### src/ldpcPkg.sv
package ldpcPkg;

	// code size.
	localparam int numVar = 6;
	localparam int numCheck = 3;

	// fixed-point format of LLRs, messages and beliefs.
	localparam int llrWidth = 20;
	localparam int fracBits = 6;

	// wide enough for a channel LLR plus one message from every check.
	localparam int accWidth = llrWidth + $clog2(numCheck + 1);

	localparam int iterWidth = 20;

	// bit j of row i is set when check i covers code bit j.
	localparam logic [numCheck-1:0][numVar-1:0] parityMatrix = {
		6'b111111,
		6'b111111,
		6'b111111
	};

	// saturation limits of a signed llrWidth word.
	localparam logic signed [llrWidth-1:0] llrMax = {1'b0, {(llrWidth - 1){1'b1}}};
	localparam logic signed [llrWidth-1:0] llrMin = {1'b1, {(llrWidth - 1){1'b0}}};

	localparam int statusWidth = 2;

	// running or never started.
	localparam logic [statusWidth-1:0] statusIdle = 2'b00;
	// syndrome is zero.
	localparam logic [statusWidth-1:0] statusConverged = 2'b10;
	// iteration limit hit with a nonzero syndrome.
	localparam logic [statusWidth-1:0] statusLimit = 2'b01;

endpackage
### src/variableNodeArray.sv
`timescale 1ns/100ps

module variableNodeArray (
	input  logic clk,
	input  logic reset,
	input  logic clearMsgs,
	input  logic varPhase,
	input  logic [ldpcPkg::numVar-1:0][ldpcPkg::llrWidth-1:0] channelLlrs,
	input  logic [ldpcPkg::numCheck-1:0][ldpcPkg::numVar-1:0][ldpcPkg::llrWidth-1:0] checkToVar,
	output logic [ldpcPkg::numCheck-1:0][ldpcPkg::numVar-1:0][ldpcPkg::llrWidth-1:0] varToCheck,
	output logic [ldpcPkg::numVar-1:0] decisions
);

	import ldpcPkg::*;

	logic [numVar-1:0][llrWidth-1:0] belief;
	logic [numCheck-1:0][numVar-1:0][llrWidth-1:0] nextMsg;

	// clamp a wide signed value into the message range.
	function automatic logic [llrWidth-1:0] saturate(input logic signed [accWidth-1:0] value);
		if (value > llrMax) begin
			return llrMax;
		end else if (value < llrMin) begin
			return llrMin;
		end else begin
			return value[llrWidth-1:0];
		end
	endfunction

	// belief is the channel LLR plus every incoming check message.
	// unconnected pairs are held at zero, so the whole column can be summed.
	always_comb begin
		logic signed [accWidth-1:0] sum;
		for (int j = 0; j < numVar; j++) begin
			sum = $signed(channelLlrs[j]);
			for (int i = 0; i < numCheck; i++) begin
				sum = sum + $signed(checkToVar[i][j]);
			end
			belief[j] = saturate(sum);
			// negative belief means bit 1.
			decisions[j] = belief[j][llrWidth-1];
		end
	end

	// extrinsic message is the belief without the target check's own contribution.
	always_comb begin
		logic signed [accWidth-1:0] diff;
		for (int i = 0; i < numCheck; i++) begin
			for (int j = 0; j < numVar; j++) begin
				diff = $signed(belief[j]) - $signed(checkToVar[i][j]);
				if (parityMatrix[i][j]) begin
					nextMsg[i][j] = saturate(diff);
				end else begin
					nextMsg[i][j] = '0;
				end
			end
		end
	end

	always_ff @(posedge clk) begin
		if (reset || clearMsgs) begin
			varToCheck <= '0;
		end else if (varPhase) begin
			varToCheck <= nextMsg;
		end
	end

endmodule

### config.mk
export PLATFORM = sky130hd
export DESIGN_NAME = variableNodeArray
export DESIGN_NICKNAME = d
export VERILOG_FILES = /design/src/ldpcPkg.sv /design/src/variableNodeArray.sv
export SDC_FILE = /design/constraint.sdc
export NUM_CORES = 2
export LEC_CHECK = 0
export ABC_AREA = 1
export CORE_ASPECT_RATIO = 1.75
export CORE_MARGIN = 4
export CORE_UTILIZATION = 40
export DETAILED_ROUTE_END_ITERATION = 8
export DONT_BUFFER_PORTS = 1
export PLACE_DENSITY = 0.51
export SYNTH_ARGS = -nofsm -noshare
export SYNTH_HDL_FRONTEND = slang
export SYNTH_SLANG_ARGS = --single-unit
### constraint.sdc
create_clock -name clk -period 6.15 [get_ports clk]
set_input_delay 0.3075 -clock clk [delete_from_list [all_inputs] [get_ports clk]]
set_output_delay 0.3075 -clock clk [all_outputs]
set_load 0.005 [all_outputs]
==> results.json <==
{
  "drv_slew": 0,
  "largest_reg_flops": 360,
  "ioPinCount": 850,
  "arrival_ps": 5960,
  "yosys_warnings": 0,
  "syn_nets": 9342,
  "cts_tree": "yes",
  "avgViaCountPerCell": 5.39,
  "setup_viol": 0,
  "reg.largest.list": "varToCheck x360",
  "root_buffer": "clkbuf_16",
  "clock-sinks": 360,
  "grt_use_total_pct": 35.9,
  "synth_top_area_share_pct": 15.7,
  "hold_class": "in2reg",
  "antenna_found_initial": 34,
  "synth_top_area_cell": "nand2_1",
  "die_area_um2": 134000,
  "crit_type": "in2reg",
  "layout-drive-gt1-share_pct": 6.83,
  "synth_cells": 8108,
  "die_x_um": 278,
  "seq_area_frac_synth_pct": 14.1,
  "io_buffer_count": 0,
  "regMostFlops": "varToCheck",
  "critPathRequiredTime_ps": 6640,
  "netlist_area_um2": 51200,
  "synthTopCellsByArea": "nand2_1 (16%), dfxtp_1 (14%), ha_1 (12%), fa_1 (10%), inv_1 (10%)",
  "avgSynthCellArea_um2": 6.31,
  "whs_ps": 43.4,
  "drv_cap": 0,
  "end_kind": "flop",
  "rsz0062_at_grt": "no",
  "initial_core_util_pct": 40.3,
  "drt_iter0_drc": 3409,
  "cts_max_level": 2,
  "path_clk_slew_ps": 60,
  "cts-resized-gates": 0,
  "synthFlopType": "dfxtp_1",
  "place.gp.congestion": 1.04,
  "wire_per_inst_um": 25.4,
  "fin_tns_setup_ps": 0,
  "vias": 53182,
  "hold_viol_final": 0,
  "critPathMaxFanout": 17,
  "drc_errors": 0,
  "cts_buffers": 40,
  "synth-seq-cells": 360,
  "relSlewSlack_pct": 26.7,
  "postCtsSetupRepairBufs": 0,
  "grt_pass1_vias": 53543,
  "postRouteAntennaNets": 0,
  "syn2layout_area_growth_pct": 7.71,
  "rows": 173,
  "status": "complete, no violations",
  "hpwl_um": 216000,
  "worst_pin_slew_ps": 1100,
  "yosysMostFrequentCell": "nand2_1",
  "grt-ovfl-total": 0,
  "grt_max_degree": 210,
  "holdBufCountCts": 13,
  "period_share_pct": 89.0,
  "firstDrtPassIters": 6,
  "finalWorstPathRequiredPeriod_ps": 5470,
  "clock_skew_ps": 0,
  "synthArstFlopShare_pct": 0,
  "worst_slack_ps": 679,
  "critPathLaunchType": "input port",
  "insertion_delay_ps": 630,
  "nNetsFinal": 9394,
  "synth-edff-count": 0,
  "wirelength_um": 250000,
  "grt_pass1_wl_um": 357000,
  "clockBufferDepth": 3,
  "core_area_um2": 127000,
  "fmax_mhz": 183,
  "die_height_um": 481,
  "synth_commonest_cells": "nand2_1 (2,138), inv_1 (1,393), nor2_1 (909)",
  "synthDistinctLibCells": 61,
  "dp_worst_setup_slack_ps": 63.7
}
[critical path, stage by stage]
cell and delay, ps:
inv_1 240, fa_1 500, fa_1 540, inv_1 50, ha_1 290, fa_1 460
nand3_1 90, nand2_1 100, a21boi_0 380, o21ai_0 300, nand3_1 130, nand2_1 70
xor2_1 120, inv_1 50, nand2_1 50, nand2_1 200, ha_1 480, a21oi_1 280
nand2_1 130, a21oi_1 230, nand3_1 110, nand2_1 120, nand4_2 370, nand3_1 290
a21oi_2 70
[per-stage QoR]
stage	cell area, µm²	util (%)	cells
after floorplan	51200	-	8108
after global placement	53600	42.2	9767
after CTS	55100	43.4	9851
after global routing	55100	43.4	9854
final	55100	43.4	9870
after detailed placement	53600	42.2	9767
[final cells by class]
cell class | instances | area [µm²]
Antenna cell | 19 | 47.5
Clock buffer | 51 | 1110
Clock inverter | 20 | 256
Fill cell | 14002 | 71900
Inverter | 1410 | 5300
Multi-Input combinational cell | 6203 | 37900
Sequential cell | 360 | 7210
Tap cell | 1662 | 2080
Timing Repair Buffer | 145 | 1280
[per-layer routing]
metal / part of all wire (%) / vias to the layer above / global-route usage, %
met5: 0.096 / - / 0.108
met4: 7.8 / 38 / 22.6
met3: 8.0 / 594 / 9.64
met2: 48 / 2081 / 63.8
met1: 36 / 24777 / 37.4
li1: - / 25692 / -
[placed cells by master (no fill, tap or decap), types with 131 or more instances in the layout]
cell type / count
nand2_1: 2138
inv_1: 1392
nor2_1: 908
a21oi_1: 573
ha_1: 486
o21ai_0: 438
dfxtp_1: 360
nand3_1: 356
fa_1: 264
xor2_1: 189
xnor2_1: 131
[final timing paths]
check             slack, ps                           end  depth (start not counted)                    startpoint
hold reg to reg         500  varToCheck[240]$_SDFFE_PP0P_                          2  varToCheck[240]$_SDFFE_PP0P_
setup reg to reg       4850  varToCheck[199]$_SDFFE_PP0P_                          3  varToCheck[199]$_SDFFE_PP0P_
hold / removal           40  varToCheck[280]$_SDFFE_PP0P_                          4               checkToVar[280]
setup / recovery        680  varToCheck[235]$_SDFFE_PP0P_                         25               checkToVar[101]
[logic make-up (layout without fill, tap and decap cells)]
group	count (synthesis)	after routing	synth area share (%)
AO/OA/AOI/OAI	1268	1268	13.9
XOR/XNOR	325	325	5.65
adder cells (fa/ha/maj)	750	750	22.2
buffers and inverters	1545	1626	12.0
flip-flops	360	360	14.1
other	0	19	0
AND/OR/NAND/NOR	3860	3860	32.2
Power is left out: the tool's default activity adds up to more than one toggle a clock period on the data nets, which glitch-free logic cannot reach.
