### src/ldpcPkg.sv
package ldpcPkg;

	// code size.
	localparam int numVar = 6;
	localparam int numCheck = 3;

	// fixed-point format of LLRs, messages and beliefs.
	localparam int llrWidth = 20;
	localparam int fracBits = 6;

	// wide enough for a channel LLR plus one message from every check.
	localparam int accWidth = llrWidth + $clog2(numCheck + 1);

	localparam int iterWidth = 20;

	// bit j of row i is set when check i covers code bit j.
	localparam logic [numCheck-1:0][numVar-1:0] parityMatrix = {
		6'b111111,
		6'b111111,
		6'b111111
	};

	// saturation limits of a signed llrWidth word.
	localparam logic signed [llrWidth-1:0] llrMax = {1'b0, {(llrWidth - 1){1'b1}}};
	localparam logic signed [llrWidth-1:0] llrMin = {1'b1, {(llrWidth - 1){1'b0}}};

	localparam int statusWidth = 2;

	// running or never started.
	localparam logic [statusWidth-1:0] statusIdle = 2'b00;
	// syndrome is zero.
	localparam logic [statusWidth-1:0] statusConverged = 2'b10;
	// iteration limit hit with a nonzero syndrome.
	localparam logic [statusWidth-1:0] statusLimit = 2'b01;

endpackage
### src/decoderConfig.sv
`timescale 1ns/100ps

module decoderConfig (
	input  logic clk,
	input  logic reset,
	input  logic start,
	input  logic [ldpcPkg::numVar-1:0][ldpcPkg::llrWidth-1:0] llrs,
	input  logic [ldpcPkg::iterWidth-1:0] maxIter,
	output logic [ldpcPkg::numVar-1:0][ldpcPkg::llrWidth-1:0] channelLlrs,
	output logic [ldpcPkg::iterWidth-1:0] limit
);

	// channel LLRs and limit stay fixed for the whole decode.
	always_ff @(posedge clk) begin
		if (reset) begin
			channelLlrs <= '0;
			limit <= '0;
		end else if (start) begin
			channelLlrs <= llrs;
			limit <= maxIter;
		end
	end

endmodule

### config.mk
export PLATFORM = sky130hd
export DESIGN_NAME = decoderConfig
export DESIGN_NICKNAME = d
export VERILOG_FILES = /design/src/ldpcPkg.sv /design/src/decoderConfig.sv
export SDC_FILE = /design/constraint.sdc
export NUM_CORES = 1
export LEC_CHECK = 0
export BUFFER_PORTS_ARGS = -buffer_cell sky130_fd_sc_hd__buf_4
export CAP_MARGIN = 20
export CORE_MARGIN = 3
export CORE_UTILIZATION = 40
export DETAILED_ROUTE_END_ITERATION = 8
export GPL_TIMING_DRIVEN = 0
export PLACE_DENSITY = 0.77
export SLEW_MARGIN = 5
export SYNTH_ARGS = -nofsm -noshare
export SYNTH_HDL_FRONTEND = slang
export SYNTH_SLANG_ARGS = --single-unit
### constraint.sdc
create_clock -name clk -period 0.97 [get_ports clk]
set_input_delay 0.194 -clock clk [delete_from_list [all_inputs] [get_ports clk]]
set_output_delay 0.194 -clock clk [all_outputs]
set_load 0.005 [all_outputs]
==> results list, run 1 <==
- STA puts the critical path data required time at 0.78 ns.
- Worst-case headroom to the max-slew limit: 70.6%
* Yosys reg bits: 140
* Initial detailed-routing violation count: 136
- Port buffering added 280 buffers.
- On the critical path, the stage with the largest delay is an instance of sky130_fd_sc_hd__dfxtp_2.
- The tool flagged a number of max-cap violations equal to 0.
* Maximum number of pins on one net before global-route repair: 17
- STA classifies the critical path endpoint as an output port.
- The pre-antenna-repair detailed-routing pass consisted of 4 iterations.
- Number of distinct library cells after synthesis: 8
* CP startpoint: channelLlrs[112]
- Setup slack on the worst reg-to-reg path comes out at -0.02 ns.
* Flip-flop and latch area: 2980 um2
- Setup violations remaining at the end of the flow were counted as 141.
- Number of pins with negative max-slew slack in the final report: 0
* Total clock buffers created by CTS: 17
- The multi-input combinational cells in the finished layout cover a total of a little under 2000 um2.
- Data arrival time at the worst-slack endpoint: 0.87 ns
* Number of nets with antenna violations after detailed routing: 0
- Count of cell instances traversed by the critical path: 1
- Status: complete, but fails checks
- The filler cells instantiated in the layout total 820.
* Share of the cycle needed by the critical path after routing: 110%
- For this block, the routed nets add up to roughly 16000 um of wire.
- The synthesized netlist devotes 0% of its cell area to XOR and XNOR gates.
- The worst register-to-register path begins at channelLlrs[35].
- Worst reg2reg endpoint: channelLlrs[35]
* Die height: 118 um
* Number of warning messages in the yosys log: 0
- The die covers approximately 14000 um2.
- Signed area change from the synthesized netlist to the final layout: 76.2%
* Highest clock frequency the design can meet: 0.941 GHz
- CTS placed an instance of sky130_fd_sc_hd__clkbuf_16 at the clock tree root.
- Clock tree from TritonCTS: yes
* Worst Hold Slack: 0.0180 ns
- Share of the core filled with cells in the final layout: 72.9%
- For this run, the post-layout net count is 918.
- Pwr/cell area: about 1700 nW/um2
- A synthesized cell averages 11.1 um2.
- Vias: approximately 4500
* Crit-path max cell delay: 0.36 ns
- Flip-flop cell with the highest count after synthesis: sky130_fd_sc_hd__dfxtp_1
- Share of cell area taken by muxes after synthesis: 28.0%
- Traced cell by cell, the critical path runs through buf_6.
* Clock sink total: 140
- Adding up every negative setup slack in the final design gives -8.81 ns.
- The cell count after synthesis came out at 452.
* Area of the core: 12100 um2
* Peak ir drop on the vdd network: 0.00129 V
- Number of top-level pins: 283
- Share of the yosys chip area belonging to registers: between 50 and 60%
- Final WS setup: -0.0922 ns
- Fraction of final layout cells sized beyond drive strength 1: roughly 63%
- The completed layout was analyzed and its total power is 15.4 mW.
- After synthesis, the largest family of logic cells by area is multiplexers.
- Latest clock arrival within the worst-skew pair: around 0.41 ns
- Syn_nets: 595
* GR Overflow Total: 0
- Area of the mapped netlist: 5010 um2
* Number of antenna violations at the first check in global routing: 0
- Among cell families on the critical path, the largest total delay comes from flip-flops.
- Dividing the detail-routed via count by the number of cells gives 4.69.
- Of the total synthesized cell area, the portion taken by full adders, half adders and majority gates is 0%.
- Of the total synthesized cell area, the portion taken by AND, OR, NAND and NOR gates is 10.5%.
- The number of buffers and inverters on the critical path is 1.
- Final count of hold timing violations: 0
- Final HPWL DP: around 11000 um
* Critical Path End: channelLlrs[112]
- Worst min-delay path class: in -> reg
* Post-route clock skew: 0 ns
- Vias in the first global route: 4935
* Most area-hungry cell type in the Yosys netlist: sky130_fd_sc_hd__dfxtp_1
- Routability-driven placement finished with a final weighted congestion of 0.786.
* Clock edge transition at the registers on the reported setup and hold paths: 0.06 ns
* Maximum fanout encountered on the critical timing path: 2
* H-tree levels: 4
- Setup repair after global routing missed its margin: true
- Top cell type's share of synthesized area: 55.9%
- At the pin with the least slew margin, the transition time is 0.441 ns.
* EDFF count, synth: 0
* Cell row count: 40
* Die W: approximately 120 um
* Longest Clk Path Bufs: 2
- Across every metal layer, demand over resource in global routing totals between 20 and 25%.
* Leading post-synthesis cells by cell area: sky130_fd_sc_hd__dfxtp_1, sky130_fd_sc_hd__mux2i_1, sky130_fd_sc_hd__nor2_1
* Total inserted antenna cells: 0
- Leakage: 4.40 nW
- The worst setup path is launched from a register.
* DRC violation count after routing: 0
- Counting flops with an async set or reset pin after synthesis yields a share of 0%.
- After synthesis, the most frequently instantiated cells are sky130_fd_sc_hd__dfxtp_1, sky130_fd_sc_hd__mux2i_1, sky130_fd_sc_hd__nor2_1.
* Synth Area in Compound Gates: 0%
- Per-cell routed wire length: 16.6 um
* Starting density of the core: between 40 and 50%
- Depth of the worst register-to-register path: 4
- Clock period minus final worst setup slack: 1.06 ns
- Violations in the final reports: negative setup slack
- Global-route wire length before repair: 25100 um
- Crit Path Category: reg -> out
power by group:
group	switching (mW)	internal [mW]	total (mW)
sequential	0.252	6.17	6.43
combinational	0.785	1.43	2.22
clock	2.26	4.50	6.76
total	3.30	12.1	15.4
layout by cell type, fill, tap and decap left out, drive strengths merged:
cell and n:
dlygate4sd3 1, dfxtp 140, nor2 140, clkinv 3, buf 329, clkbuf 31, bufinv 4, mux2i 140
what timing repair did:
| item | 4_1_cts | 5_1_grt |
|---|---|---|
| buffers inserted | 13 | 10 |
| cloned | 0 | 0 |
| resized for setup | 281 | 0 |
| hold buffers | 1 | 0 |
| endpoints found under the hold margin | 1 | 0 |
| setup endpoints to repair | 240 | 140 |
final cells by class:
class                           instances  share of cell area (%)
Timing Repair Buffer                  304                    31.8
Multi-Input combinational cell        280                    21.8
Clock inverter                          7                    1.53
Buffer                                 32                    3.19
Tap cell                              168                    2.38
Clock buffer                           25                    5.50
Sequential cell                       140                    33.7
kinds of logic (layout without fill, tap and decap cells):
family | Yosys count | count (layout)
and+or+nand+nor | 140 | 140
muxes | 140 | 140
DFF | 140 | 140
buffers and inverters | 32 | 368
flip-flops by register name, summed over array words and instances, names as in the netlist:
signal       flops
channelLlrs    120
limit           20
layer usage:
layer | routed length, um | track usage, % | vias to the layer above
li1 | - | - | 2137
met1 | 5420 | 22.1 | 2108
met2 | 8610 | 42.1 | 205
met3 | 1310 | 8.84 | 38
met4 | 520 | 11.4 | 0
met5 | 0 | 0 | -
through the flow:
step | area (um2) | setup WS, ns | instances
after global placement | 7320 | -0.496 | 900
after CTS | 8750 | -0.116 | 946
after floorplan | 5010 | 0.0249 | 452
after detailed placement | 7320 | -0.533 | 900
final | 8830 | -0.0922 | 956
after global routing | 8830 | -0.134 | 956
how the worst min path moves through the flow:
stage	endpoint	from	slack, ns	depth (start not counted)
final	limit[18]	maxIter[18]	0.02	3
after global routing	channelLlrs[103]	llrs[103]	0.007	3
after CTS	limit[5]	maxIter[5]	0.0005	3
after detailed placement	limit[13]	maxIter[13]	0.44	3
after global placement	limit[10]	maxIter[10]	0.43	3
after floorplan	channelLlrs[0]	llrs[0]	0.34	2
No activity file was read; power rests on OpenSTA's default activity.
==> run 2, diff against run 1 <==
--- a/config.mk
+++ b/config.mk
@@ -8,10 +8,9 @@
 export BUFFER_PORTS_ARGS = -buffer_cell sky130_fd_sc_hd__buf_4
 export CAP_MARGIN = 20
 export CORE_MARGIN = 3
-export CORE_UTILIZATION = 40
+export CORE_UTILIZATION = 30
 export DETAILED_ROUTE_END_ITERATION = 8
 export GPL_TIMING_DRIVEN = 0
-export PLACE_DENSITY = 0.77
 export SLEW_MARGIN = 5
 export SYNTH_ARGS = -nofsm -noshare
 export SYNTH_HDL_FRONTEND = slang
==> results list, run 2 (synthesis gave the netlist of run 1 again) <==
- The flow ran to the end, but the final reports show violations.
- The final reports fail on negative setup slack.
- STA classifies the critical path endpoint as an output port.
- Power comes to 15.2 mW.
- Pwr/cell area: 1690 nW/um2
- Data arrives at the worst endpoint at 0.86 ns.
- Cells with a size suffix above 1 make up 62.6% of the layout.
* Clock edge transition at the registers on the reported setup and hold paths: roughly 0.06 ns
- H-tree levels: 4
- Maximum number of pins on one net before global-route repair: 17
- The max-slew violation count was 0.
* Crit-path cells: buf_6
* Cell at the root of the clock tree: sky130_fd_sc_hd__clkbuf_16
* Clock sink total: 140
- The library cell used most frequently in the layout, excluding fill and tap cells, is sky130_fd_sc_hd__buf_4.
* Most flop-heavy register: channelLlrs
- CP startpoint: channelLlrs[119]
- Final count of hold timing violations: 0
- The worst path in the final design needs a cycle of 1.05 ns, including I/O delays and setup.
- Endpoints failing setup: between 100 and 150
* Final WS setup: -0.0797 ns
- At the pin with the least slew margin, the transition time is 0.423 ns.
- VDD sags by at most 0.00113 V.
* Setup TNS: -8.96 ns
- Maximum fanout encountered on the critical timing path: 2
- Critical register-to-register path startpoint: channelLlrs[72]
- Summed over all nets, the half-perimeter wirelength after detailed placement is approximately 12000 um.
- Aggregate global-route resource usage: 16.9%
- Clock network power share: between 40% and 50%
- Die height: 135 um
- Total clock buffers created by CTS: 17
- DRC violation count after routing: 0
* Signed area change from the synthesized netlist to the final layout: 79.7%
* Routed wire length: ~16000 um
- In the final layout, the registers with the most flip-flops are channelLlrs: 120 flops, limit: 20 flops.
- The first TritonRoute pass finished after 4 iterations.
- Worst Hold Slack: 0.0180 ns
- During placement, the flow inserted port buffers numbering 280.
- Required time at the worst-slack endpoint: 0.78 ns
- For this design the top-level I/O count stands at 283.
* Worst-case headroom to the max-slew limit: 71.8%
- Number of antenna violations at the first check in global routing: 0
- Routability-driven placement finished with a final weighted congestion of 0.735.
- For this run, the post-layout net count is 932.
- Once detail routing completed, the nets flagged for antenna violations numbered 0.
- Per-cell routed wire length: 15.4 um
* Starting density of the core: 31.1%
- Largest delay contributor family on the critical path: flip-flops
- Longest Clk Path Bufs: 2
- Share of the cycle needed by the critical path after routing: 108%
- Static timing analysis puts the maximum clock frequency at 0.953 GHz.
- Combinational cells account for 14.8% of the total power.
- Total inserted antenna cells: 0
- Beginning of the worst hold path: llrs[17]
- The floorplan step defined a die boundary enclosing 18300 um2.
- The worst setup path is launched from a register.
- The die is about 140 um wide.
- Cell row count: 46
- The core region is 16100 um2.
* Fraction of power spent switching nets: 23.1%
* Clock tree from TritonCTS: yes
- The worst register-to-register path has a setup slack of 0.09 ns.
* Vias in the first global route: 4769
- The number of buffers and inverters on the critical path is 1.
- Using the TritonRoute via totals, the vias-per-cell ratio works out to between 4 and 5.
- Vias: 4431
- The internal portion of the total power is 11.7 mW.
- Max-cap viol count: 0
- Leakage: 4.44 nW
- The min-delay analysis places its worst path in the category in -> reg.
- Filler cell count in the final layout: 1383
- Leaving out fill and tap cells, the most frequent cells in the layout are sky130_fd_sc_hd__buf_4, sky130_fd_sc_hd__mux2i_1, sky130_fd_sc_hd__nor2_1, sky130_fd_sc_hd__dfxtp_2, sky130_fd_sc_hd__buf_6.
- Summing all multi-input logic gate instances after layout gives 1930 um2.
- The slowest stage of the critical path is the sky130_fd_sc_hd__dfxtp_2 cell.
- The critical path is of the reg -> out type.
- Crit-path max cell delay: about 0.35 ns
- Post-route clock skew: 0 ns
* Setup repair after global routing missed its margin: true
* GR Overflow Total: 0
- Largest register FFs: 120
- Net Switching: 3.52 mW
- Summing all flip-flop and latch instances after layout gives ~3000 um2.
- Initial detailed-routing violation count: 150
- The later pin in the worst-skew pair is clocked with a latency of ~0.40 ns.
- The first global-routing pass estimated 24200 um of wire.
- Sequential cells account for a little over two fifths of the total power.
* Share of the core filled with cells in the final layout: 55.9%
[run 2: cell count changes in the layout (fill, tap and decap cells not counted), sizes merged]
cell         before  now
clkbuf           31   24
clkinv            3    5
buf             329  330
inv               0    2
bufinv            4    3
clkinvlp          0    4
dlygate4sd3       1   14
[run 2: repair_timing]
action | in CTS | in global routing
setup endpoints to repair | 240 | 140
hold buffers | 14 | 0
buffers inserted | 14 | 10
endpoints found under the hold margin | 14 | 0
resized for setup | 281 | 0
[run 2: area by class of cell]
cell class	instances	area share, %
buffer	32	3.13
clock buffer	18	4.77
clock inverter	14	1.89
multi-input combinational	280	21.4
sequential	140	33.1
tap	216	3.00
timing repair buffer	318	32.7
[run 2: path summary, 6_finish.rpt]
path | end | cells past startpoint
max reg2reg | channelLlrs[72] | 4
max | channelLlrs[119] | 1
min | channelLlrs[17] | 3
min reg2reg | channelLlrs[56] | 2
[run 2: metrics by stage]
step                      cell area (um2)  cells  setup WS, ns
after floorplan                      5010    452        0.0249
final                                9000   1018       -0.0797
after CTS                            8930   1008        -0.108
after global routing                 9000   1018        -0.123
after detailed placement             7380    948        -0.644
after global placement               7380    948        -0.613
[run 2: routing by layer]
metal  GRT usage, %  share of wire [%]  vias to the layer above
met3           6.28                8.3                       31
met1           17.9                 38                     2049
met4           7.00                2.3                        0
met2           30.1                 52                      183
met5              0                  0                        -
li1               -                  -                     2168
[run 2: power groups by stage]
stage                     Combinational [mW]  Sequential [mW]  Clock, mW
after global routing                    2.44             6.46       7.02
final                                   2.25             6.42       6.54
after detailed placement                1.94             6.41          0
after floorplan                        0.762             6.42          0
after global placement                  1.89             6.39          0
after CTS                               2.24             6.41       6.72
==> run 3, diff against run 2 <==
==> constraint.sdc (replaced) <==
create_clock -name clk -period 1.1 [get_ports clk]
set_input_delay 0.22 -clock clk [delete_from_list [all_inputs] [get_ports clk]]
set_output_delay 0.22 -clock clk [all_outputs]
set_load 0.005 [all_outputs]
==> results list, run 3 (synthesis gave the netlist of run 1 again) <==
- Area of the die: 18300 um2
- Counting the buffers created by CTS gives 17.
- Fraction of final layout cells sized beyond drive strength 1: between 60% and 70%
- The clock net in this run drives a total of 140 sinks.
* Endpoints failing setup: 0
- 283 I/O pins were placed.
* Number of antenna violations at the first check in global routing: 0
- In this design, the stage delay of the slowest critical-path cell is about 0.35 ns.
- 0 antenna diodes ended up in the layout.
* Number of buffers and inverters on the critical path: 1
- Required time at the worst-slack endpoint: just under 0.9 ns
- For the worst setup path, the data arrival time is approximately 0.86 ns.
* Setup repair after global routing missed its margin: true
- Max-cap viol count: 0
* Final count of hold timing violations: 0
- Fraction of power spent switching nets: 23.1%
* Portion of total power attributed to combinational logic: 14.3%
* Startpoint kind of the worst setup timing path: register
- The region available for standard cell placement spans 16100 um2.
- Latest clock arrival within the worst-skew pair: ~0.4 ns
- The analysis attributes to net switching a power of just over 3 mW.
* Peak ir drop on the vdd network: 0.000998 V
- Internal power comes to ~10 mW.
- The run finished with clean final reports.
- Clock network power share: 43.2%
- Clock-pin slew was measured on the worst setup and hold paths at 0.06 ns.
- Dividing the detail-routed via count by the number of cells gives approximately 4.4.
* Starting density of the core: 31.1%
- Die height: 135 um
- The first global-routing pass estimated 23200 um of wire.
* H-tree levels: 4
- At the placement stage, the worst setup path has a slack of -0.540 ns.
* Final HPWL DP: 11600 um
- Clock period minus final worst setup slack: ~1.1 ns
* Vias: 4361
- Final WS setup: 0.0245 ns
- In the final design database the tool counted 913 nets.
* Worst min-delay path class: in -> reg
- Pwr/cell area: 1520 nW/um2
- Buffers on Ports: 280
* Longest Clk Path Bufs: 2
- Highest clock frequency the design can meet: around 0.93 GHz
* Final cell count without fillers: 999
- Maximum number of pins on one net before global-route repair: 17
- Routed wire length: 15400 um
* Most flop-heavy register: channelLlrs
* Largest delay contributor family on the critical path: flip-flops
- Number of nets with antenna violations after detailed routing: 0
- The max-slew violation count is 0.
- The first TritonRoute pass finished after 4 iterations.
- In the routed design, unresolved DRC markers number 0.
- The register with the most flip-flops in the layout has 120 of them.
- Cell row count: 46
- Initial detailed-routing violation count: 145
- Clock tree from TritonCTS: yes
- Leakage: 4.35 nW
* Cell area after layout: 8790 um2
- Share of the cycle needed by the critical path after routing: 97.8%
- Across all hold checks on the routed design, the worst slack comes to between 0.03 and 0.04 ns.
* Per-cell routed wire length: between 15 and 20 um
- Once placement finished, the instance area stood at 7380 um2.
- The largest registers in the layout are channelLlrs: 120 flops, limit: 20 flops.
- Placed Cells: 948
* Maximum fanout encountered on the critical timing path: 2
* Setup crit end kind: output port
- Global placement routability congestion: 0.735
- Leaving out fill and tap cells, the most frequent cell in the layout is sky130_fd_sc_hd__buf_4.
* Post-route clock skew: 0 ns
- After global routing the overflow that remains totals 0.
- Vias in the first global route: 4535
- From synthesis to final layout, the design area changed by 75.5%.
* Aggregate global-route resource usage: 16.2%
- Crit-path cells: buf_6
- The root buffer cell chosen for the clock tree is sky130_fd_sc_hd__clkbuf_16.
- In this run the horizontal extent of the chip is 135 um.
- Highest-delay cell along the critical path: sky130_fd_sc_hd__dfxtp_2
- Worst Max-Slew Pin Slew: 0.430 ns
- Per report_power, the sequential group accounts for 42.4% of the total.
- Worst-case headroom to the max-slew limit: 71.4%
- The top cell types in the final layout, fill and taps aside, are sky130_fd_sc_hd__buf_4, sky130_fd_sc_hd__mux2i_1, sky130_fd_sc_hd__nor2_1.
- The critical path in this run is classified as reg -> out.
-- run 3: final cells by class --
class / instances / area (um2)
plain buffers: 32 / 282
clock buffers: 18 / 429
clock inverters: 14 / 170
fillers: 1432 / 7320
multi-input cells: 280 / 1930
flip-flops and latches: 140 / 2970
well taps: 216 / 270
repair buffers: 299 / 2740
-- run 3: power by group through the flow --
stage	clock network, mW	registers, mW	logic, mW
final	5.77	5.66	1.91
after global routing	6.19	5.69	2.07
after CTS	5.93	5.60	1.82
after detailed placement	0	5.65	1.71
after global placement	0	5.64	1.67
after floorplan	0	5.66	0.672
-- run 3: metrics by stage --
stage	util (%)	setup TNS, ns	power [mW]
finish	54.6	0	13.3
detailed placement	45.8	-49.50	7.36
floorplan	-	0	6.33
CTS	52.1	-0.00596	13.4
global placement	45.8	-46.45	7.31
global route	54.6	-0.246	13.9
-- run 3: path summary, 6_finish.rpt --
| path | to | startpoint | slack [ns] | depth (start not counted) |
|---|---|---|---|---|
| hold / removal | channelLlrs[79] | llrs[79] | 0.04 | 3 |
| setup / recovery | channelLlrs[119] | channelLlrs[119] | 0.02 | 1 |
| hold reg to reg | channelLlrs[9] | channelLlrs[9] | 0.49 | 2 |
| setup reg to reg | channelLlrs[72] | channelLlrs[72] | 0.22 | 4 |
-- run 3: routing by layer --
layer	share of wire (%)	global-route usage, %	vias up
li1	-	-	2130
met1	38	17.6	2021
met2	52	28.4	182
met3	8.5	6.24	28
met4	2.2	6.44	0
met5	0	0	-
-- run 3: what timing repair did --
action / CTS / global route
endpoints found under the setup margin: 186 / 109
gates resized for setup: 150 / 120
setup buffers: 9 / 10
hold buffers: 0 / 0
