<file path="src/ldpcPkg.sv">
package ldpcPkg;

	// code size.
	localparam int numVar = 6;
	localparam int numCheck = 3;

	// fixed-point format of LLRs, messages and beliefs.
	localparam int llrWidth = 20;
	localparam int fracBits = 6;

	// wide enough for a channel LLR plus one message from every check.
	localparam int accWidth = llrWidth + $clog2(numCheck + 1);

	localparam int iterWidth = 20;

	// bit j of row i is set when check i covers code bit j.
	localparam logic [numCheck-1:0][numVar-1:0] parityMatrix = {
		6'b111111,
		6'b111111,
		6'b111111
	};

	// saturation limits of a signed llrWidth word.
	localparam logic signed [llrWidth-1:0] llrMax = {1'b0, {(llrWidth - 1){1'b1}}};
	localparam logic signed [llrWidth-1:0] llrMin = {1'b1, {(llrWidth - 1){1'b0}}};

	localparam int statusWidth = 2;

	// running or never started.
	localparam logic [statusWidth-1:0] statusIdle = 2'b00;
	// syndrome is zero.
	localparam logic [statusWidth-1:0] statusConverged = 2'b10;
	// iteration limit hit with a nonzero syndrome.
	localparam logic [statusWidth-1:0] statusLimit = 2'b01;

endpackage
</file>
<file path="src/iterationControl.sv">
`timescale 1ns/100ps

module iterationControl (
	input  logic clk,
	input  logic reset,
	input  logic start,
	input  logic [ldpcPkg::iterWidth-1:0] limit,
	input  logic [ldpcPkg::numVar-1:0] decisions,
	output logic clearMsgs,
	output logic varPhase,
	output logic checkPhase,
	output logic [ldpcPkg::numVar-1:0] result,
	output logic [ldpcPkg::statusWidth-1:0] status,
	output logic [ldpcPkg::iterWidth-1:0] iterations
);

	import ldpcPkg::*;

	// one-hot sequence that is idle when neither is set.
	logic inVar;
	logic inCheck;
	logic [numCheck-1:0] syndrome;
	logic converged;
	logic atLimit;

	always_comb begin
		for (int i = 0; i < numCheck; i++) begin
			syndrome[i] = ^(decisions & parityMatrix[i]);
		end
	end

	assign converged = (syndrome == '0);
	assign atLimit = (iterations == limit);

	// a start restarts the decode, so it overrides any pass in flight.
	assign clearMsgs = start;
	assign varPhase = inVar && !start && !converged && !atLimit;
	assign checkPhase = inCheck && !start;

	always_ff @(posedge clk) begin
		if (reset) begin
			inVar <= 1'b0;
			inCheck <= 1'b0;
			iterations <= '0;
			status <= statusIdle;
			result <= '0;
		end else if (start) begin
			inVar <= 1'b1;
			inCheck <= 1'b0;
			iterations <= '0;
			status <= statusIdle;
		end else if (inVar) begin
			inVar <= 1'b0;
			if (converged) begin
				status <= statusConverged;
				result <= decisions;
			end else if (atLimit) begin
				status <= statusLimit;
				result <= decisions;
			end else begin
				inCheck <= 1'b1;
			end
		end else if (inCheck) begin
			// one full iteration ends with the check pass.
			inCheck <= 1'b0;
			inVar <= 1'b1;
			iterations <= iterations + 1'b1;
		end
	end

endmodule

</file>
<file path="config.mk">
export PLATFORM = sky130hd
export DESIGN_NAME = iterationControl
export DESIGN_NICKNAME = d
export VERILOG_FILES = /design/src/ldpcPkg.sv /design/src/iterationControl.sv
export SDC_FILE = /design/constraint.sdc
export NUM_CORES = 1
export LEC_CHECK = 0
export ABC_AREA = 1
export BUFFER_PORTS_ARGS = -buffer_cell sky130_fd_sc_hd__buf_2
export CORE_ASPECT_RATIO = 2
export CORE_UTILIZATION = 50
export DETAILED_ROUTE_END_ITERATION = 10
export PLACE_DENSITY = 0.8
export REMOVE_ABC_BUFFERS = 1
export SYNTH_ARGS = -nofsm -noshare
export SYNTH_HDL_FRONTEND = slang
export SYNTH_SLANG_ARGS = --single-unit
</file>
<file path="constraint.sdc">
create_clock -name clk -period 1.9 [get_ports clk]
set_input_delay 0.38 -clock clk [delete_from_list [all_inputs] [get_ports clk]]
set_output_delay 0.38 -clock clk [all_outputs]
set_load 0.01 [all_outputs]
</file>
==> impl_results.md, run 1 <==
- Status: complete, no violations
- CP Buf/Inv Count: 2
- Leak Pwr: 1.22 nW
- Fill cell count: 308
- Worst-Margin Slew: 0.486 ns
- Main synth FF type: dfxtp_1
- Cell Area, Synth: 1790 sq um
- Root Buffer: clkbuf_8
- Global-route wire length before repair: 7.02 mm
- Cts hold-fix bufs: 0
- Worst-path fanout max: 6
- Routability Congestion: 0.886
- Ports: 60
- Share of post-route cells with drive strength above 1: 0.348
- Max Clk Rate: 550 MHz
- WL per Instance: 10.7 um
- Die W: 44.3 um
- Worst EP arrival: 1.44 ns
- Num CTS Buffers: 5
- Vias per cell: 4.83
- Post-Route Skew: 0.00589 ns
- Clk sinks: 30
- Max-cap violations: 0
- Synth cell types: 28
- Post-synthesis cell count: 285
- Delay of the slowest critical-path stage: 0.38 ns
- PwrDens: 562 nW/um^2
- Initial DRC Count: 34
- Final wirelength: 4.47 mm
- Die Ht: 86.7 um
- Rel. slew slack: 0.675
- Flop2flop setup slack: 0.16 ns
- EDFF count, synth: 0
- Clk buf depth: 2
- Gr usage total: 0.250
- Setup crit end kind: primary output
- Area post-placement: 2180 sq um
- Unrepaired setup endpoints after global routing: yes
- Largest net degree at the start of global routing: 14
- Setup-failing EPs final: 0
- Initial antenna violation count: 0
- Syn Area/Cell: 6.29 sq um
- Final Util: 0.710
- Global route total overflow: 0
- Compound-Gate Fraction of Synth Area: 0.0935
- Via count of the routed design: 2,010
- Clock latency on the worst-skew pair: 0.29 ns
- Slew Viols, Final: 0
- Register area share after synthesis: 0.335
- Final net count: 397
- Period minus WS final: 1.82 ns
- Levels on crit path: 10
- Hold Vio Cnt, Final: 0
- Synth Area in Simple Gates: 0.396
- Crit Path Category: reg -> out
- Final Instance Area: 2420 sq um
- Residual DRC: 0
- Synth Register Bits: 30
- Most numerous cell on the critical path: nor2_1
- Delay-heaviest family, CP: simple AND/OR/NAND/NOR gates
- CP Capture Point: varPhase
- Initial Utilization: 0.525
- First-pass iteration count of the detailed router: 5
- Min-delay worst type: in -> reg
- Clk slew on worst S/H paths: 0.06 ns
- Largest family of logic cells by synthesized area: simple AND/OR/NAND/NOR gates
- Antenna diodes: 0
- CP Cell Sequence: nand2_2 > inv_2 > nor2_1 > nor2_1 > nand2_1 > nor2_1 > nand3_1 > nand2_2 > nor3_2 > buf_2
- Number of global-route vias before repair: 1,850
- FF-to-FF path depth: 11
- Worst endpoint required time: 1.52 ns
- Reg2reg start: iterations[1]
- Critical path's slowest cell: dfxtp_4
- Ys async rst share: 0
- Row count: 30
- Mux cell area share after synthesis: 0
- DPL Wire Length: 3.44 mm
- Ratio of final minimum period to clock period: 0.957
- CTS tree: done
- RR Endpoint: iterations[18]
- Ys Warns: 0
- Die area: 3840 sq um
- PortBufs: 59
- CP Launch Point: iterations[17]
- Critical Path Source Type: flop
- Core area: 3420 sq um
- Area Growth Syn to Fin: 35.2%
- Worst IR Drop VDD: 0.000462 V
- H-tree Lvls: 2
- Detail Route Antenna Nets: 0
- Adder-Cell Fraction of Synth Area: 0.00698
- Post-synthesis xor/xnor area fraction: 0.0628
==> flip-flops by register name (all words and copies together), names as in the netlist <==
name,count
status,2
inCheck,1
result,6
iterations,20
inVar,1
==> synth_stat cells, types with 3 or more instances <==
cell type / number / area (sq um)
nor3_1: 4 / 20.0
inv_1: 39 / 146
nand2_2: 3 / 18.8
a21oi_1: 21 / 105
xnor2_1: 6 / 52.6
dfxtp_1: 30 / 601
nor2_1: 44 / 165
o21ai_0: 8 / 40.0
nand2_1: 87 / 327
xor2_1: 5 / 43.8
nand3_1: 15 / 75.1
==> worst register-to-register path, cell delays in order, from the launching register on <==
cell     delay (ns)
dfxtp_4        0.36
buf_4          0.11
ha_1           0.12
inv_1          0.07
nor3_4         0.21
nand2_2        0.11
nor2_4         0.13
nand2_2        0.10
nor3_4         0.22
nand3_1        0.10
nand2_1        0.07
nor2_1         0.04
==> how the worst min path moves through the flow <==
stage / end / slack [ns] / from / cells after the start
2_1_floorplan: result[0] / 0.45 / reset / 1
3_3_place_gp: result[0] / 0.45 / result[0] / 2
3_5_place_dp: status[0] / 0.45 / status[0] / 2
4_1_cts: result[1] / 0.37 / reset / 2
5_1_grt: result[1] / 0.38 / reset / 2
6_report: result[4] / 0.38 / reset / 2
==> logic make-up after synthesis <==
logic type,after synthesis
and+or+nand+nor,163
xor gates and xnor gates,12
AOI/OAI and AO/OA,32
DFF,30
adders and majority gates,1
buffers and inverters,47
==> metal layers <==
layer / vias up / GRT usage / wire length, um
met2: 66 / 0.468 / 2500
li1: 1046 / - / -
met4: 0 / 0.187 / 157
met3: 13 / 0.0500 / 227
met5: - / 0 / 0
met1: 885 / 0.214 / 1590
==> power breakdown <==
group          switching, mW  internal [mW]
Sequential           0.00593          0.628
Combinational          0.111         0.0861
Clock                  0.241          0.291
Total                  0.358           1.01
==> repair_timing <==
action / 4_1_cts / 5_1_grt
setup buffers: 2 / 11
setup endpoints to repair: 1 / 7
endpoints found under the hold margin: 0 / 0
resized for setup: 11 / 25
pin swaps: 0 / 16
==> placed cells by master, fill, tap and decap left out, types with 2 or more instances in the layout <==
cell,synthesis,layout
nor3b_1,2,2
nor3_4,2,2
nor2_1,44,40
inv_1,39,33
clkbuf_8,0,6
nand3_1,15,15
xor2_1,5,5
dfxtp_2,0,8
nor2_2,0,4
nand4_1,2,2
a21oi_1,21,21
dfxtp_4,0,7
inv_2,2,8
nand2_2,3,6
o21a_1,2,2
xnor2_1,6,6
nor3_1,4,3
dfxtp_1,30,15
nand2_1,87,84
o21ai_0,8,8
buf_2,1,59
buf_4,1,21
==> area by class of cell <==
class / count / area, sq um / area share
tap: 48 / 60.1 / 0.0248
inverter: 42 / 158 / 0.0650
timing repair buffer: 80 / 453 / 0.187
clock buffer: 7 / 86.3 / 0.0356
clock inverter: 1 / 5.00 / 0.00206
multi-input combinational: 208 / 1030 / 0.423
sequential: 30 / 637 / 0.263
==> per-stage QoR <==
stage / std cells / hold slack (ns) / power [mW] / setup TNS [ns] / setup slack [ns]
6_report: 416 / 0.381 / 1.36 / 0 / 0.0824
5_1_grt: 416 / 0.385 / 1.42 / -0.0750 / -0.0396
4_1_cts: 405 / 0.373 / 1.38 / 0 / 0.0182
3_5_place_dp: 395 / 0.452 / 0.841 / 0 / 0.0984
3_3_place_gp: 395 / 0.449 / 0.836 / 0 / 0.152
2_1_floorplan: 280 / 0.449 / 0.760 / 0 / 0.237
Note: power is estimated with default switching activity, not from simulation.
==> run 2: changes to the inputs <==
--- a/config.mk
+++ b/config.mk
@@ -9,7 +9,9 @@
 export BUFFER_PORTS_ARGS = -buffer_cell sky130_fd_sc_hd__buf_2
 export CORE_ASPECT_RATIO = 2
 export CORE_UTILIZATION = 50
+export CTS_CLUSTER_SIZE = 12
 export DETAILED_ROUTE_END_ITERATION = 10
+export MAX_ROUTING_LAYER = met4
 export PLACE_DENSITY = 0.8
 export REMOVE_ABC_BUFFERS = 1
 export SYNTH_ARGS = -nofsm -noshare
==> run 2 against run 1 <==
Core utilization is the same. Fmax fell by 0.22%. Largest power group unchanged. Critical endpoint unchanged. Final area is the same. Hold slack about the same. Largest cell class unchanged. Highest routed layer unchanged.
==> impl_results.md, run 2 (synthesis gave the netlist of run 1 again) <==
- Status: complete, no violations (unchanged)
- Final wirelength: 4.47 mm (about the same)
- Routability Congestion: 0.901 (was 0.886)
- Final Util: 0.710 (unchanged)
- Ratio of final minimum period to clock period: 0.959 (was 0.957)
- Worst endpoint required time: 1.52 ns (about the same)
- Num CTS Buffers: 5 (unchanged)
- Critical path's slowest cell: dfxtp_4 (unchanged)
- Clock latency on the worst-skew pair: 0.29 ns (about the same)
- Fill cell count: 308 (unchanged)
- Most numerous cell on the critical path: nor2_1 (unchanged)
- WL per Instance: 10.8 um (was 10.7 um)
- Global-route wire length before repair: 7.02 mm (unchanged)
- PwrDens: 562 nW/um^2 (about the same)
- Root Buffer: clkbuf_8 (unchanged)
- Delay-heaviest family, CP: simple AND/OR/NAND/NOR gates (unchanged)
- Register share of total power: 0.465 (about the same)
- Initial Utilization: 0.525 (unchanged)
- Min-delay worst type: in -> reg (unchanged)
- Setup-failing EPs final: 0 (unchanged)
- Leak Pwr: 1.22 nW (unchanged)
- Setup crit end kind: primary output (unchanged)
- Period minus WS final: 1.82 ns (about the same)
- Worst-Margin Slew: 0.487 ns (was 0.486 ns)
- Logic gate share of total power: 0.144 (about the same)
- Global route total overflow: 0 (unchanged)
- Core area: 3420 sq um (unchanged)
- Max reg flops: 20 (unchanged)
- Crit Path Category: reg -> out (unchanged)
- Hold Vio Cnt, Final: 0 (unchanged)
- Number of global-route vias before repair: 1,850 (unchanged)
- Max-cap violations: 0 (unchanged)
- Row count: 30 (unchanged)
- CP Buf/Inv Count: 2 (unchanged)
- Die area: 3840 sq um (unchanged)
- Ports: 60 (unchanged)
- Post-Route Skew: 0.00587 ns (was 0.00589 ns)
- Area post-placement: 2180 sq um (unchanged)
- Clk pwr share: 0.391 (about the same)
- CP Cell Sequence: nand2_2 > inv_2 > nor2_1 > nor2_1 > nand2_1 > nor2_1 > nand3_1 > nand2_2 > nor3_2 > buf_2 (unchanged)
- Most common cell after layout, fill and taps aside: nand2_1 (unchanged)
- Clk buf depth: 2 (unchanged)
- Setup TNS: 0 ns (unchanged)
- Die Ht: 86.7 um (unchanged)
- Final net count: 397 (unchanged)
- Internal power: 1.01 mW (unchanged)
- Area Growth Syn to Fin: 35.2% (unchanged)
- Commonest cells after routing, fill and taps aside: 84 x nand2_1, 59 x buf_2, 40 x nor2_1 (unchanged)
- Delay of the slowest critical-path stage: 0.38 ns (about the same)
- Multi-input logic area: 1030 sq um (unchanged)
- Clk slew on worst S/H paths: 0.06 ns (about the same)
- Sw Ratio: 0.262 (about the same)
- DPL Wire Length: 3.44 mm (unchanged)
- Worst EP arrival: 1.44 ns (about the same)
- Unrepaired setup endpoints after global routing: yes (unchanged)
- FF+latch area: 637 sq um (unchanged)
- Clk sinks: 30 (unchanged)
- Sw power: 0.358 mW (about the same)
- Cts hold-fix bufs: 0 (unchanged)
- Worst IR Drop VDD: 0.000462 V (about the same)
- First-pass iteration count of the detailed router: 4 (was 5)
- Antenna diodes: 0 (unchanged)
- Initial antenna violation count: 0 (unchanged)
- Biggest register: iterations (unchanged)
- Worst hold margin: 0.381 ns (about the same)
- Top flop regs: iterations (20), result (6), status (2) (unchanged)
- Die W: 44.3 um (unchanged)
- Vias per cell: 4.84 (was 4.83)
- Max Clk Rate: 549 MHz (was 550 MHz)
- Final Instance Area: 2420 sq um (unchanged)
- Initial DRC Count: 32 (was 34)
- H-tree Lvls: 2 (unchanged)
- Gr usage total: 0.257 (was 0.250)
- Critical Path Source Type: flop (unchanged)
- Via count of the routed design: 2,015 (was 2,010)
- Slew Viols, Final: 0 (unchanged)
- Worst-path fanout max: 6 (unchanged)
- Share of post-route cells with drive strength above 1: 0.348 (unchanged)
- Rel. slew slack: 0.674 (was 0.675)
- PortBufs: 59 (unchanged)
- Detail Route Antenna Nets: 0 (unchanged)
- Residual DRC: 0 (unchanged)
- CTS tree: done (unchanged)
- Largest net degree at the start of global routing: 14 (unchanged)
==> run 2: power groups by stage <==
stage                     Combinational [mW]  Sequential [mW]  Clock [mW]
final                                  0.197            0.634       0.533
after CTS                              0.194            0.644       0.544
after detailed placement               0.183            0.658           0
after global routing                   0.220            0.635       0.570
after global placement                 0.178            0.658           0
after floorplan                       0.0997            0.660           0
==> run 2: worst paths after layout <==
path               endpoint            from  slack [ns]  depth (start not counted)
min reg2reg       status[0]       status[0]        0.46                          2
max                varPhase  iterations[17]        0.08                         10
max reg2reg  iterations[18]   iterations[1]        0.16                         11
min               result[4]           reset        0.38                          2
==> run 2: through the flow <==
stage	cells	power (mW)	worst slack (ns)
floorplan	280	0.760	0.237
global placement	395	0.836	0.152
detailed placement	395	0.841	0.0984
CTS	405	1.38	0.0182
global route	416	1.42	-0.0396
finish	416	1.36	0.0785
==> run 2: cell type report <==
| cell class | count | area share |
|---|---|---|
| clock buffer | 7 | 0.0356 |
| multi-input combinational | 208 | 0.423 |
| sequential | 30 | 0.263 |
| inverter | 42 | 0.0650 |
| tap | 48 | 0.0248 |
| clock inverter | 1 | 0.00206 |
| timing repair buffer | 80 | 0.187 |
==> run 2: per-layer routing <==
| layer | part of all wire | vias up | GRT usage |
|---|---|---|---|
| li1 | - | 1045 | - |
| met1 | 0.36 | 887 | 0.216 |
| met2 | 0.56 | 70 | 0.468 |
| met3 | 0.049 | 13 | 0.0458 |
| met4 | 0.035 | 0 | 0.187 |
| met5 | 0 | - | - |
==> run 2: timing repair <==
item                                    in CTS  in global routing
setup buffers                                2                 11
gates resized for setup                     11                 25
pin swaps                                    0                 16
endpoints found under the setup margin       1                  7
==> run 3: changes to the inputs <==
--- a/config.mk
+++ b/config.mk
@@ -8,11 +8,11 @@
 export ABC_AREA = 1
 export BUFFER_PORTS_ARGS = -buffer_cell sky130_fd_sc_hd__buf_2
 export CORE_ASPECT_RATIO = 2
-export CORE_UTILIZATION = 50
+export CORE_UTILIZATION = 45
 export CTS_CLUSTER_SIZE = 12
 export DETAILED_ROUTE_END_ITERATION = 10
 export MAX_ROUTING_LAYER = met4
-export PLACE_DENSITY = 0.8
+export PLACE_DENSITY = 0.74
 export REMOVE_ABC_BUFFERS = 1
 export SYNTH_ARGS = -nofsm -noshare
 export SYNTH_HDL_FRONTEND = slang
==> run 3 against run 2 <==
Core utilization fell by 9.1 points. Critical endpoint unchanged. Total power fell by 0.59%. Non-clock buffer count fell by 7. Largest power group unchanged. Combinational power rose by 9%. Hold slack improved by 0.0013 ns. Critical path type unchanged. Final area fell by 2.0%. Clock skew fell by 0.0025 ns.
==> impl_results.md, run 3 (synthesis gave the netlist of run 1 again) <==
- Ports: 60 (unchanged)
- Initial Utilization: 0.466 (was 0.525)
- Initial antenna violation count: 0 (unchanged)
- Status: complete, no violations (unchanged)
- Most common cell after layout, fill and taps aside: nand2_1 (unchanged)
- Antenna diodes: 0 (unchanged)
- Routability Congestion: 0.855 (was 0.901)
- Commonest cells after routing, fill and taps aside: 86 x nand2_1, 59 x buf_2, 39 x nor2_1 (was 84 x nand2_1, 59 x buf_2, 40 x nor2_1)
- Setup-failing EPs final: 0 (unchanged)
- First-pass iteration count of the detailed router: 4 (unchanged)
- Leak Pwr: 1.19 nW (was 1.22 nW)
- Pwr Total: 1.35 mW (was 1.36 mW)
- M3 GR Usage: 0.0358 (was 0.0458)
- Core area: 3840 sq um (was 3420 sq um)
- Crit Path Category: reg -> out (unchanged)
- Hold Vio Cnt, Final: 0 (unchanged)
- GR Layer Usage met1: 0.223 (was 0.216)
- Die W: 46.6 um (was 44.3 um)
- Worst endpoint required time: 1.52 ns (about the same)
- Slew Viols, Final: 0 (unchanged)
- Min-delay worst type: in -> reg (unchanged)
- PortBufs: 59 (unchanged)
- Row count: 32 (was 30)
- Clk slew on worst S/H paths: 0.06 ns (about the same)
- Worst IR Drop VDD: 0.000554 V (was 0.000462 V)
- Unrepaired setup endpoints after global routing: yes (unchanged)
- Global-route wire length before repair: 7.43 mm (was 7.02 mm)
- Critical Path Source Type: flop (unchanged)
- DPL Wire Length: 3.66 mm (was 3.44 mm)
- Clock latency on the worst-skew pair: 0.28 ns (was 0.29 ns)
- Via count of the routed design: 1,952 (was 2,015)
- Die area: 4260 sq um (was 3840 sq um)
- Flop2flop setup slack: 0.21 ns (was 0.16 ns)
- Root Buffer: clkbuf_8 (unchanged)
- GR peak layer: met2 (unchanged)
- Final net count: 390 (was 397)
- Global route total overflow: 0 (unchanged)
- Worst-path fanout max: 3 (was 6)
- Max Clk Rate: 548 MHz (was 549 MHz)
- WL per Instance: 11.3 um (was 10.8 um)
- Number of global-route vias before repair: 1,797 (was 1,850)
- Post-Route Skew: 0.00337 ns (was 0.00587 ns)
- Rel. slew slack: 0.793 (was 0.674)
- Period minus WS final: 1.82 ns (about the same)
- Ratio of final minimum period to clock period: 0.960 (was 0.959)
- Max reg flops: 20 (unchanged)
- Clk sinks: 30 (unchanged)
- Worst EP arrival: 1.44 ns (about the same)
- Cts hold-fix bufs: 0 (unchanged)
- Num CTS Buffers: 5 (unchanged)
- Largest net degree at the start of global routing: 14 (unchanged)
- Max-cap violations: 0 (unchanged)
- Area Growth Syn to Fin: 32.6% (was 35.2%)
- Gr usage total: 0.249 (was 0.257)
- Final wirelength: 4.65 mm (was 4.47 mm)
- Vias per cell: 4.76 (was 4.84)
- Die Ht: 91.3 um (was 86.7 um)
- Detail Route Antenna Nets: 0 (unchanged)
- Met2 Track Usage GR: 0.462 (was 0.468)
- H-tree Lvls: 2 (unchanged)
- CTS tree: done (unchanged)
- Biggest register: iterations (unchanged)
- Share of post-route cells with drive strength above 1: 0.318 (was 0.348)
- Initial DRC Count: 47 (was 32)
- Clk buf depth: 2 (unchanged)
- Residual DRC: 0 (unchanged)
- Setup crit end kind: primary output (unchanged)
- Worst-Margin Slew: 0.308 ns (was 0.487 ns)
- PwrDens: 570 nW/um^2 (was 562 nW/um^2)
- Setup TNS: 0 ns (unchanged)
- Top flop regs: iterations (20), result (6), status (2) (unchanged)
-- run 3: cell types whose count changed in the layout (fill, tap and decap cells not counted), sizes merged --
cell | before | now
buf | 80 | 73
clkbuf | 7 | 6
clkinv | 2 | 1
-- run 3: layout make-up --
type,instances,area [sq um]
clock buffers,6,82.6
fillers,398,1470
inverters,42,158
multi-input cells,208,1020
flip-flops and latches,30,637
well taps,51,63.8
repair buffers,73,413
-- run 3: timing repair --
| action | 4_1_cts | 5_1_grt |
|---|---|---|
| pin swaps | 1 | 9 |
| buffers inserted | 1 | 2 |
| gates resized for setup | 10 | 21 |
| setup endpoints to repair | 1 | 1 |
-- run 3: where the power goes --
part	total, mW	switching [mW]	internal (mW)
Combinational	0.215	0.115	0.100
Sequential	0.633	0.00648	0.627
Clock	0.507	0.228	0.279
-- run 3: final timing paths --
path / depth (start not counted) / to / from
worst max register to register: 7 / iterations[13] / iterations[6]
worst min register to register: 2 / status[0] / status[0]
worst min-delay path: 2 / result[0] / reset
worst max-delay path: 10 / varPhase / iterations[10]
-- run 3: through the flow --
step	setup slack (ns)	hold slack [ns]	area [sq um]	utilization	cells
CTS	0.00763	0.378	2320	0.604	408
finish	0.0764	0.382	2380	0.618	410
global placement	0.133	0.445	2220	0.576	401
global route	-0.0373	0.381	2380	0.618	410
floorplan	0.237	0.449	1760	-	280
detailed placement	0.116	0.450	2220	0.576	401
-- run 3: critical path, stage by stage (launching register included) --
cell and delay [ns]:
dfxtp_4 0.35, inv_2 0.04, nand2_2 0.05, nand2_1 0.06, nor2_2 0.13, nand2_1 0.06, nor2_1 0.10, nand3_1 0.11
nand2_2 0.09, nor3_2 0.04, buf_2 0.13
-- run 3: per-layer routing --
| metal | up-vias | share of wire |
|---|---|---|
| met5 | - | 0 |
| met4 | 0 | 0.028 |
| met3 | 13 | 0.034 |
| met2 | 52 | 0.59 |
| met1 | 865 | 0.35 |
| li1 | 1022 | - |
